==> config.mk <==
export PLATFORM = sky130hd
export DESIGN_NAME = cacheShadowTop
export DESIGN_NICKNAME = d
export VERILOG_FILES = /design/src/cacheGeomPkg.sv /design/src/flushPkg.sv /design/src/cacheArray.sv /design/src/lineSnapshot.sv /design/src/shadowDrain.sv /design/src/cacheShadowTop.sv
export SDC_FILE = /design/constraint.sdc
export NUM_CORES = 2
export LEC_CHECK = 0
export ABC_CLOCK_PERIOD_IN_PS = 103100
export BUFFER_PORTS_ARGS = -buffer_cell sky130_fd_sc_hd__clkbuf_2
export CORE_MARGIN = 5
export CORE_UTILIZATION = 30
export DETAILED_ROUTE_END_ITERATION = 12
export PLACE_DENSITY = 0.42
export SLEW_MARGIN = 20
export SYNTH_ARGS = -nofsm -noshare
export SYNTH_HDL_FRONTEND = slang
export SYNTH_SLANG_ARGS = --single-unit
==> constraint.sdc <==
create_clock -name clk -period 103.1 [get_ports clk]
set_input_delay 0 -clock clk [delete_from_list [all_inputs] [get_ports clk]]
set_output_delay 0 -clock clk [all_outputs]
set_load 0.03 [all_outputs]
==> src/cacheGeomPkg.sv <==
// cache geometry constants and width types, imported by every flush block that handles addresses or data
`default_nettype none

package cacheGeomPkg;

  //////////////////////////////
  // fixed geometry
  //////////////////////////////

  // one data word on the shadow write port
  localparam int WordBits = 32;
  // words held by one cache line
  localparam int WordsPerLine = 4;
  // byte address width seen by the cache
  localparam int AdrBits = 16;
  // upper bound on the way count, sets the way number width
  localparam int MaxWays = 4;

  //////////////////////////////
  // width types
  //////////////////////////////

  // a single data word
  typedef logic [WordBits-1:0] cacheWord_t;
  // a byte address
  typedef logic [AdrBits-1:0] physAdr_t;
  // a way number, wide enough for MaxWays
  typedef logic [$clog2(MaxWays)-1:0] wayIdx_t;
  // a full line, word 0 in the low bits
  typedef logic [WordsPerLine-1:0][WordBits-1:0] cacheLine_t;

endpackage

`default_nettype wire

==> src/flushPkg.sv <==
// flush engine record types and drain states, shared by the cache array, snapshots and drain
`default_nettype none

package flushPkg;

  //////////////////////////////
  // fill port
  //////////////////////////////

  // one line loaded into the cache per accepted fill
  typedef struct packed {
    // line base byte address, offset bits ignored
    cacheGeomPkg::physAdr_t   adr;
    cacheGeomPkg::wayIdx_t    way;
    logic                     dirty;
    logic                     valid;
    cacheGeomPkg::cacheLine_t data;
  } fillReq_t;

  //////////////////////////////
  // line state and shadow writes
  //////////////////////////////

  // what the array presents for one way and index, and what a snapshot holds
  typedef struct packed {
    logic                     valid;
    logic                     dirty;
    // base address rebuilt from tag and index
    cacheGeomPkg::physAdr_t   adr;
    cacheGeomPkg::cacheLine_t data;
  } lineState_t;

  // one word written to the shadow memory
  typedef struct packed {
    cacheGeomPkg::physAdr_t   adr;
    cacheGeomPkg::cacheWord_t data;
  } shadowWrite_t;

  // drain FSM
  typedef enum logic [1:0] {
    idle,
    scan,
    emit,
    finish
  } drainState_t;

endpackage

`default_nettype wire

==> src/cacheArray.sv <==
// tag, valid, dirty and data storage for all ways and indexes, loaded by fills and read by snapshots
`timescale 1ns/1ps
`default_nettype none

module cacheArray #(
  parameter int NumWays  = 2,
  parameter int NumLines = 8
) (
  input  logic                 clk,
  input  logic                 rst,
  input  logic                 fillValid,
  input  flushPkg::fillReq_t   fill,
  input  logic                 busy,
  output logic                 fillReady,
  output flushPkg::lineState_t lines [NumWays][NumLines]
);
  import cacheGeomPkg::*;
  import flushPkg::*;

  // byte offset inside a line, then index, then tag
  localparam int OffBits = $clog2(WordsPerLine * WordBits / 8);
  // NumLines is a power of two, at least 2
  localparam int IdxBits = $clog2(NumLines);
  localparam int TagBits = AdrBits - OffBits - IdxBits;

  logic [TagBits-1:0] tagMem   [NumWays][NumLines];
  logic               validMem [NumWays][NumLines];
  logic               dirtyMem [NumWays][NumLines];
  cacheLine_t         dataMem  [NumWays][NumLines];

  logic               fillTake;
  logic [IdxBits-1:0] fillIdx;
  logic [TagBits-1:0] fillTag;
  logic               wrEn     [NumWays][NumLines];

  // fills are held off for the whole flush
  assign fillReady = ~busy;
  assign fillTake  = fillValid & fillReady;

  // split the fill address
  assign fillIdx = fill.adr[OffBits +: IdxBits];
  assign fillTag = fill.adr[OffBits + IdxBits +: TagBits];

  //////////////////////////////
  // fill decode
  //////////////////////////////

  // one-hot line select, ways beyond NumWays never match
  always_comb begin
    for (int w = 0; w < NumWays; w++) begin
      for (int i = 0; i < NumLines; i++) begin
        wrEn[w][i] = fillTake && (fill.way == wayIdx_t'(w)) && (fillIdx == IdxBits'(i));
      end
    end
  end

  //////////////////////////////
  // storage
  //////////////////////////////

  // valid bits, the only state cleared by reset
  always_ff @(posedge clk) begin
    for (int w = 0; w < NumWays; w++) begin
      for (int i = 0; i < NumLines; i++) begin
        if (rst) begin
          validMem[w][i] <= 1'b0;
        end else if (wrEn[w][i]) begin
          validMem[w][i] <= fill.valid;
        end
      end
    end
  end

  // tag, dirty and data, only meaningful behind a valid bit
  always_ff @(posedge clk) begin
    for (int w = 0; w < NumWays; w++) begin
      for (int i = 0; i < NumLines; i++) begin
        if (wrEn[w][i]) begin
          tagMem[w][i]   <= fillTag;
          dirtyMem[w][i] <= fill.dirty;
          dataMem[w][i]  <= fill.data;
        end
      end
    end
  end

  // present every line in parallel, base address = tag, index, zero offset
  always_comb begin
    for (int w = 0; w < NumWays; w++) begin
      for (int i = 0; i < NumLines; i++) begin
        lines[w][i].valid = validMem[w][i];
        lines[w][i].dirty = dirtyMem[w][i];
        lines[w][i].adr   = {tagMem[w][i], IdxBits'(i), OffBits'(0)};
        lines[w][i].data  = dataMem[w][i];
      end
    end
  end

endmodule

`default_nettype wire

==> src/lineSnapshot.sv <==
// capture register for one cache line, frozen on flush start and read by the drain
`timescale 1ns/1ps
`default_nettype none

module lineSnapshot (
  input  logic                 clk,
  input  logic                 rst,
  input  logic                 start,
  input  flushPkg::lineState_t line,
  output flushPkg::lineState_t snap
);

  logic                                   validQ;
  logic                                   dirtyQ;
  logic [$bits(line.adr)-1:0]             adrQ;
  logic [$bits(line.data)-1:0]            dataQ;

  // control bits, cleared to an invalid line
  always_ff @(posedge clk) begin
    if (rst) begin
      validQ <= 1'b0;
      dirtyQ <= 1'b0;
    end else if (start) begin
      validQ <= line.valid;
      // dirty only counts behind a valid line
      dirtyQ <= line.valid & line.dirty;
    end
  end

  // address and data, loaded on the same edge
  always_ff @(posedge clk) begin
    if (start) begin
      adrQ  <= line.adr;
      dataQ <= line.data;
    end
  end

  assign snap = {validQ, dirtyQ, adrQ, dataQ};

endmodule

`default_nettype wire

==> src/shadowDrain.sv <==
// drain FSM that walks the snapshots and writes every dirty line out word by word
`timescale 1ns/1ps
`default_nettype none

module shadowDrain #(
  parameter int NumWays  = 2,
  parameter int NumLines = 8
) (
  input  logic                   clk,
  input  logic                   rst,
  input  logic                   start,
  input  flushPkg::lineState_t   snaps [NumWays][NumLines],
  input  logic                   shadowReady,
  output logic                   shadowValid,
  output flushPkg::shadowWrite_t shadowWr,
  output logic                   busy,
  output logic                   done
);
  import cacheGeomPkg::*;
  import flushPkg::*;

  // counter widths, at least one bit each
  localparam int IdxBits   = (NumLines > 1) ? $clog2(NumLines) : 1;
  localparam int WayBits   = (NumWays > 1) ? $clog2(NumWays) : 1;
  localparam int WordCntBits = $clog2(WordsPerLine);
  localparam int WordBytes = WordBits / 8;

  drainState_t            state;
  logic [IdxBits-1:0]     idxCnt;
  logic [WayBits-1:0]     wayCnt;
  logic [WordCntBits-1:0] wordCnt;
  logic [WordCntBits-1:0] nextWord;
  logic [IdxBits-1:0]     stepIdx;
  logic [WayBits-1:0]     stepWay;
  lineState_t             cur;
  logic                   hasDirty;
  logic                   lastWay;
  logic                   lastLine;
  logic                   lastWord;
  logic                   accept;

  //////////////////////////////
  // scan position
  //////////////////////////////

  // line under the scan pointer
  assign cur      = snaps[wayCnt][idxCnt];
  assign hasDirty = cur.valid & cur.dirty;

  assign lastWay  = (wayCnt == WayBits'(NumWays - 1));
  assign lastLine = lastWay && (idxCnt == IdxBits'(NumLines - 1));
  assign lastWord = (wordCnt == WordCntBits'(WordsPerLine - 1));
  assign nextWord = wordCnt + 1'b1;
  assign accept   = shadowValid & shadowReady;

  // way is the inner loop, index the outer one
  always_comb begin
    if (lastWay) begin
      stepWay = '0;
      stepIdx = idxCnt + 1'b1;
    end else begin
      stepWay = wayCnt + 1'b1;
      stepIdx = idxCnt;
    end
  end

  //////////////////////////////
  // FSM
  //////////////////////////////

  always_ff @(posedge clk) begin
    if (rst) begin
      state       <= idle;
      idxCnt      <= '0;
      wayCnt      <= '0;
      wordCnt     <= '0;
      shadowValid <= 1'b0;
    end else begin
      case (state)
        // finish also takes a start, busy is already low there
        idle, finish: begin
          if (start) begin
            state  <= scan;
            idxCnt <= '0;
            wayCnt <= '0;
          end else begin
            state <= idle;
          end
        end
        // one cycle per line, a dirty line raises valid on the next cycle
        scan: begin
          if (hasDirty) begin
            state       <= emit;
            wordCnt     <= '0;
            shadowValid <= 1'b1;
          end else if (lastLine) begin
            state <= finish;
          end else begin
            idxCnt <= stepIdx;
            wayCnt <= stepWay;
          end
        end
        // hold the write until it is taken
        emit: begin
          if (accept) begin
            if (!lastWord) begin
              wordCnt <= nextWord;
            end else begin
              shadowValid <= 1'b0;
              if (lastLine) begin
                state <= finish;
              end else begin
                state  <= scan;
                idxCnt <= stepIdx;
                wayCnt <= stepWay;
              end
            end
          end
        end
        default: state <= idle;
      endcase
    end
  end

  // write payload, changes only on entry to emit or after an accepted word
  always_ff @(posedge clk) begin
    if (state == scan && hasDirty) begin
      shadowWr.adr  <= cur.adr;
      shadowWr.data <= cur.data[0];
    end else if (state == emit && accept && !lastWord) begin
      shadowWr.adr  <= cur.adr + (physAdr_t'(nextWord) * physAdr_t'(WordBytes));
      shadowWr.data <= cur.data[nextWord];
    end
  end

  // busy drops in the done cycle
  assign busy = (state == scan) || (state == emit);
  assign done = (state == finish);

endmodule

`default_nettype wire

==> src/cacheShadowTop.sv <==
// flush engine top level: cache array, one snapshot per line and the shadow drain
`timescale 1ns/1ps
`default_nettype none

module cacheShadowTop #(
  parameter int NumWays  = 2,
  parameter int NumLines = 8
) (
  input  logic                   clk,
  input  logic                   rst,
  input  logic                   fillValid,
  input  flushPkg::fillReq_t     fill,
  output logic                   fillReady,
  input  logic                   start,
  output logic                   shadowValid,
  output flushPkg::shadowWrite_t shadowWr,
  input  logic                   shadowReady,
  output logic                   done
);
  import flushPkg::*;

  logic       busy;
  lineState_t lines [NumWays][NumLines];
  lineState_t snaps [NumWays][NumLines];

  //////////////////////////////
  // cache storage
  //////////////////////////////

  cacheArray #(
    .NumWays  (NumWays),
    .NumLines (NumLines)
  ) array (
    .clk       (clk),
    .rst       (rst),
    .fillValid (fillValid),
    .fill      (fill),
    .busy      (busy),
    .fillReady (fillReady),
    .lines     (lines)
  );

  //////////////////////////////
  // snapshots
  //////////////////////////////

  // whole cache frozen in one edge, a start during a flush leaves it alone
  for (genvar w = 0; w < NumWays; w++) begin : gWay
    for (genvar i = 0; i < NumLines; i++) begin : gLine
      lineSnapshot snapReg (
        .clk   (clk),
        .rst   (rst),
        .start (start & ~busy),
        .line  (lines[w][i]),
        .snap  (snaps[w][i])
      );
    end
  end

  // drain
  shadowDrain #(
    .NumWays  (NumWays),
    .NumLines (NumLines)
  ) drain (
    .clk         (clk),
    .rst         (rst),
    .start       (start),
    .snaps       (snaps),
    .shadowReady (shadowReady),
    .shadowValid (shadowValid),
    .shadowWr    (shadowWr),
    .busy        (busy),
    .done        (done)
  );

endmodule

`default_nettype wire

==> reports/results.txt <==
Layout cells sized above 1 - 0.225
Crit path max-delay family - buffers and inverters
Vias per Instance - 4.60
Critical path type - flop to flop
Post-layout min period - 6890 ps
Worst-path clk slew - 60 ps
Count of final setup violators - 0
Max incr delay on CP - 880 ps
Initial DRC Count - 5949
Sequential power share - 0.522
Final wirelength - 388 mm
Core area - 512000 µm²
GP Congestion - 0.696
Post-synth EDFFs - 4462
1st-pass router iterations - 5
Post-route ant nets - 0
Critical path cell sequence - inv_1, ha_1, nand2_2, inv_8, buf_4, buf_4, buf_4, buf_4, buf_4
Internal Power - 3.32 mW
Largest net degree at the start of global routing - 177
Tightest Pin Transition - 1140 ps
Status - completed
RSZ-0062 raised after global routing - no
Total grt overflow - 0
Setup TNS - 0 ps
Normalized max-slew margin - 0.238
CTS HTree Levels - 5
IO buf count - 197
Fillers - 47000
Finished Layout Cells - 14100
Critical-path top delay cell - buf_4
Commonest non-fill, non-tap cell in the layout - edfxtp_1
Power Density - 24.1 nW/µm²
Achievable Freq - 145 MHz
Slew Viols, Final - 0
Buf+Inv Stages, Crit Path - 7
Chip height - 727 µm
Routed length per instance - 27.6 µm
Initial antenna violation count - 69
Root Driver - clkbuf_16
Share of the synthesized area in the top cell type - 0.870
Sequential element share of the synthesized area - 0.875
CP dominant cell by count - buf_4
Fin nets - 7071
Vias in the first global route - 68900
CTS tree - built
Final Cycle Share - 0.0668
P_leak - 56.2 nW
VDD IR max - 0.0167 mV
Synth area leader - edfxtp_1
Comb pwr share - 0.114
Yosys cell types - 58
Post_cts resized - 0
GRT Total Usage - 0.144
Rows - 263
Setup Skew - 77.8 ps
P&R area growth vs syn - 17.2%
Syn Area/Cell - 25.3 µm²
Die area - 528000 µm²
Worst EP required - 103680 ps
First-pass GRT wire length - 543 mm
Cts bufs inserted - 457
Die width - 727 µm
Crit path capture type - flop
Dominant synthesized flop cell - edfxtp_1
Min-delay worst type - primary input to flop
Top post-synthesis cells by area - edfxtp_1 (87%), mux4_2 (8.8%), mux2i_1 (0.58%), dfxtp_1 (0.53%), nand2_1 (0.39%)
Clk pwr share - 0.364
DP Wirelength - 203 mm
# DRC - 0
Post-CTS Hold Buffers - 235
Post-placement cell count - 13000
Skew-Pair Late Insertion Delay - 1010 ps
Crit Path Max Fanout - 88
Mapped Area - 154000 µm²
Post-CTS setup repair buffer count - 0
Sw power - 1.03 mW
CP startpoint kind - flop
CTS sink cnt - 4503
Commonest non-fill, non-tap cells in the layout - edfxtp_1 (4462), mux4_2 (599), clkbuf_16 (462)
Synth Instances - 6079
Yosys warning total - 0
Total number of vias - 64600
Seq cells post-synth - 4503
Initial core utilization - 0.301
Max Cap Violations - 0
Switching Share - 0.237
Async SR Flop Fraction - 0
Io pins - 204
Final Hold Violating Endpoints - 0
Clock Path Buffers - 4
Worst Path Arrival - 7460 ps
[logic make-up after synthesis]
| kind of cell | count (synthesis) | synth area share |
|---|---|---|
| AO/OA/AOI/OAI | 257 | 0.0110 |
| adder cells (fa/ha/maj) | 6 | 0.000487 |
| buffers and inverters | 237 | 0.00833 |
| flip-flops | 4503 | 0.875 |
| multiplexers | 695 | 0.0939 |
| other | 1 | 0.0000243 |
| AND/OR/NAND/NOR | 380 | 0.0113 |
[metrics by stage]
step	area (µm²)	setup slack [ps]	hold WS, ps	total power [mW]	util
after global routing	181000	95560	37.5	4.54	0.352
final	181000	96210	65.2	4.35	0.353
after global placement	164000	95780	400	2.80	0.320
after floorplan	154000	39440	98.9	3.35	-
after CTS	181000	95980	1.94	4.43	0.352
after detailed placement	164000	96010	405	2.82	0.320
[cell type report]
type	instances	area, µm²	share of cell area
flip-flops and latches	4503	135000	0.747
multi-input cells	1340	18200	0.101
clock buffers	546	11900	0.0658
well taps	6757	8450	0.0468
repair buffers	594	4780	0.0265
clock inverters	294	2320	0.0129
inverters	16	109	0.000603
diodes	15	37.5	0.000208
[cells in the mapped netlist, types with 11 or more instances]
library cell and count:
o221ai_1 24, and2_1 26, o21ai_0 19, a211oi_1 16, clkbuf_1 82, dfxtp_1 41
nor3_1 56, nor2_1 51, buf_6 17, a31oi_1 25, nand2_1 160, buf_4 40
a2111oi_0 11, buf_2 71, nand3_1 42, a21oi_1 82, mux4_2 599, mux2i_1 90
edfxtp_1 4462, o22ai_1 23
[worst register-to-register path: cells and delay by family, from the launching register on]
family | cells | cell delay [ps]
adders and majority gates | 1 | 530
buffers and inverters | 7 | 5010
DFF | 1 | 380
and+or+nand+nor | 1 | 520
[final timing paths]
path	start	to	slack [ps]	cells after the start
max	drain.state[0]	gWay[0].gLine[7].snapReg.dataQ[92]	96210	9
min	fill[47]	array.dataMem[0][431]	70	2
max reg2reg	drain.state[0]	gWay[0].gLine[7].snapReg.dataQ[92]	96210	9
min reg2reg	array.dataMem[1][839]	gWay[1].gLine[1].snapReg.dataQ[71]	370	0
[power groups by stage]
stage	sequential (mW)	clock, mW	combinational [mW]
floorplan	3.00	0	0.343
global placement	2.30	0	0.499
detailed placement	2.31	0	0.507
CTS	2.28	1.63	0.518
global route	2.29	1.71	0.538
finish	2.27	1.58	0.496
[registers in the layout (all words and copies together) (netlist names), 2 cells and up]
name / cells
gWay.gLine.snapReg.dirtyQ: 16
gWay.gLine.snapReg.adrQ: 144
array.dataMem: 2048
array.tagMem: 144
drain.wordCnt: 2
array.dirtyMem: 16
gWay.gLine.snapReg.dataQ: 2048
gWay.gLine.snapReg.validQ: 16
array.validMem: 16
drain.state: 2
drain.shadowWr: 46
drain.idxCnt: 3
[per-layer routing]
metal / vias up / routed length (µm) / global-route usage
met2: 1327 / 198000 / 0.254
met3: 652 / 15800 / 0.0194
met5: - / 149 / 0
li1: 27300 / - / -
met1: 35300 / 164000 / 0.189
met4: 26 / 9120 / 0.0333
Power figures use the tool's default switching activity.
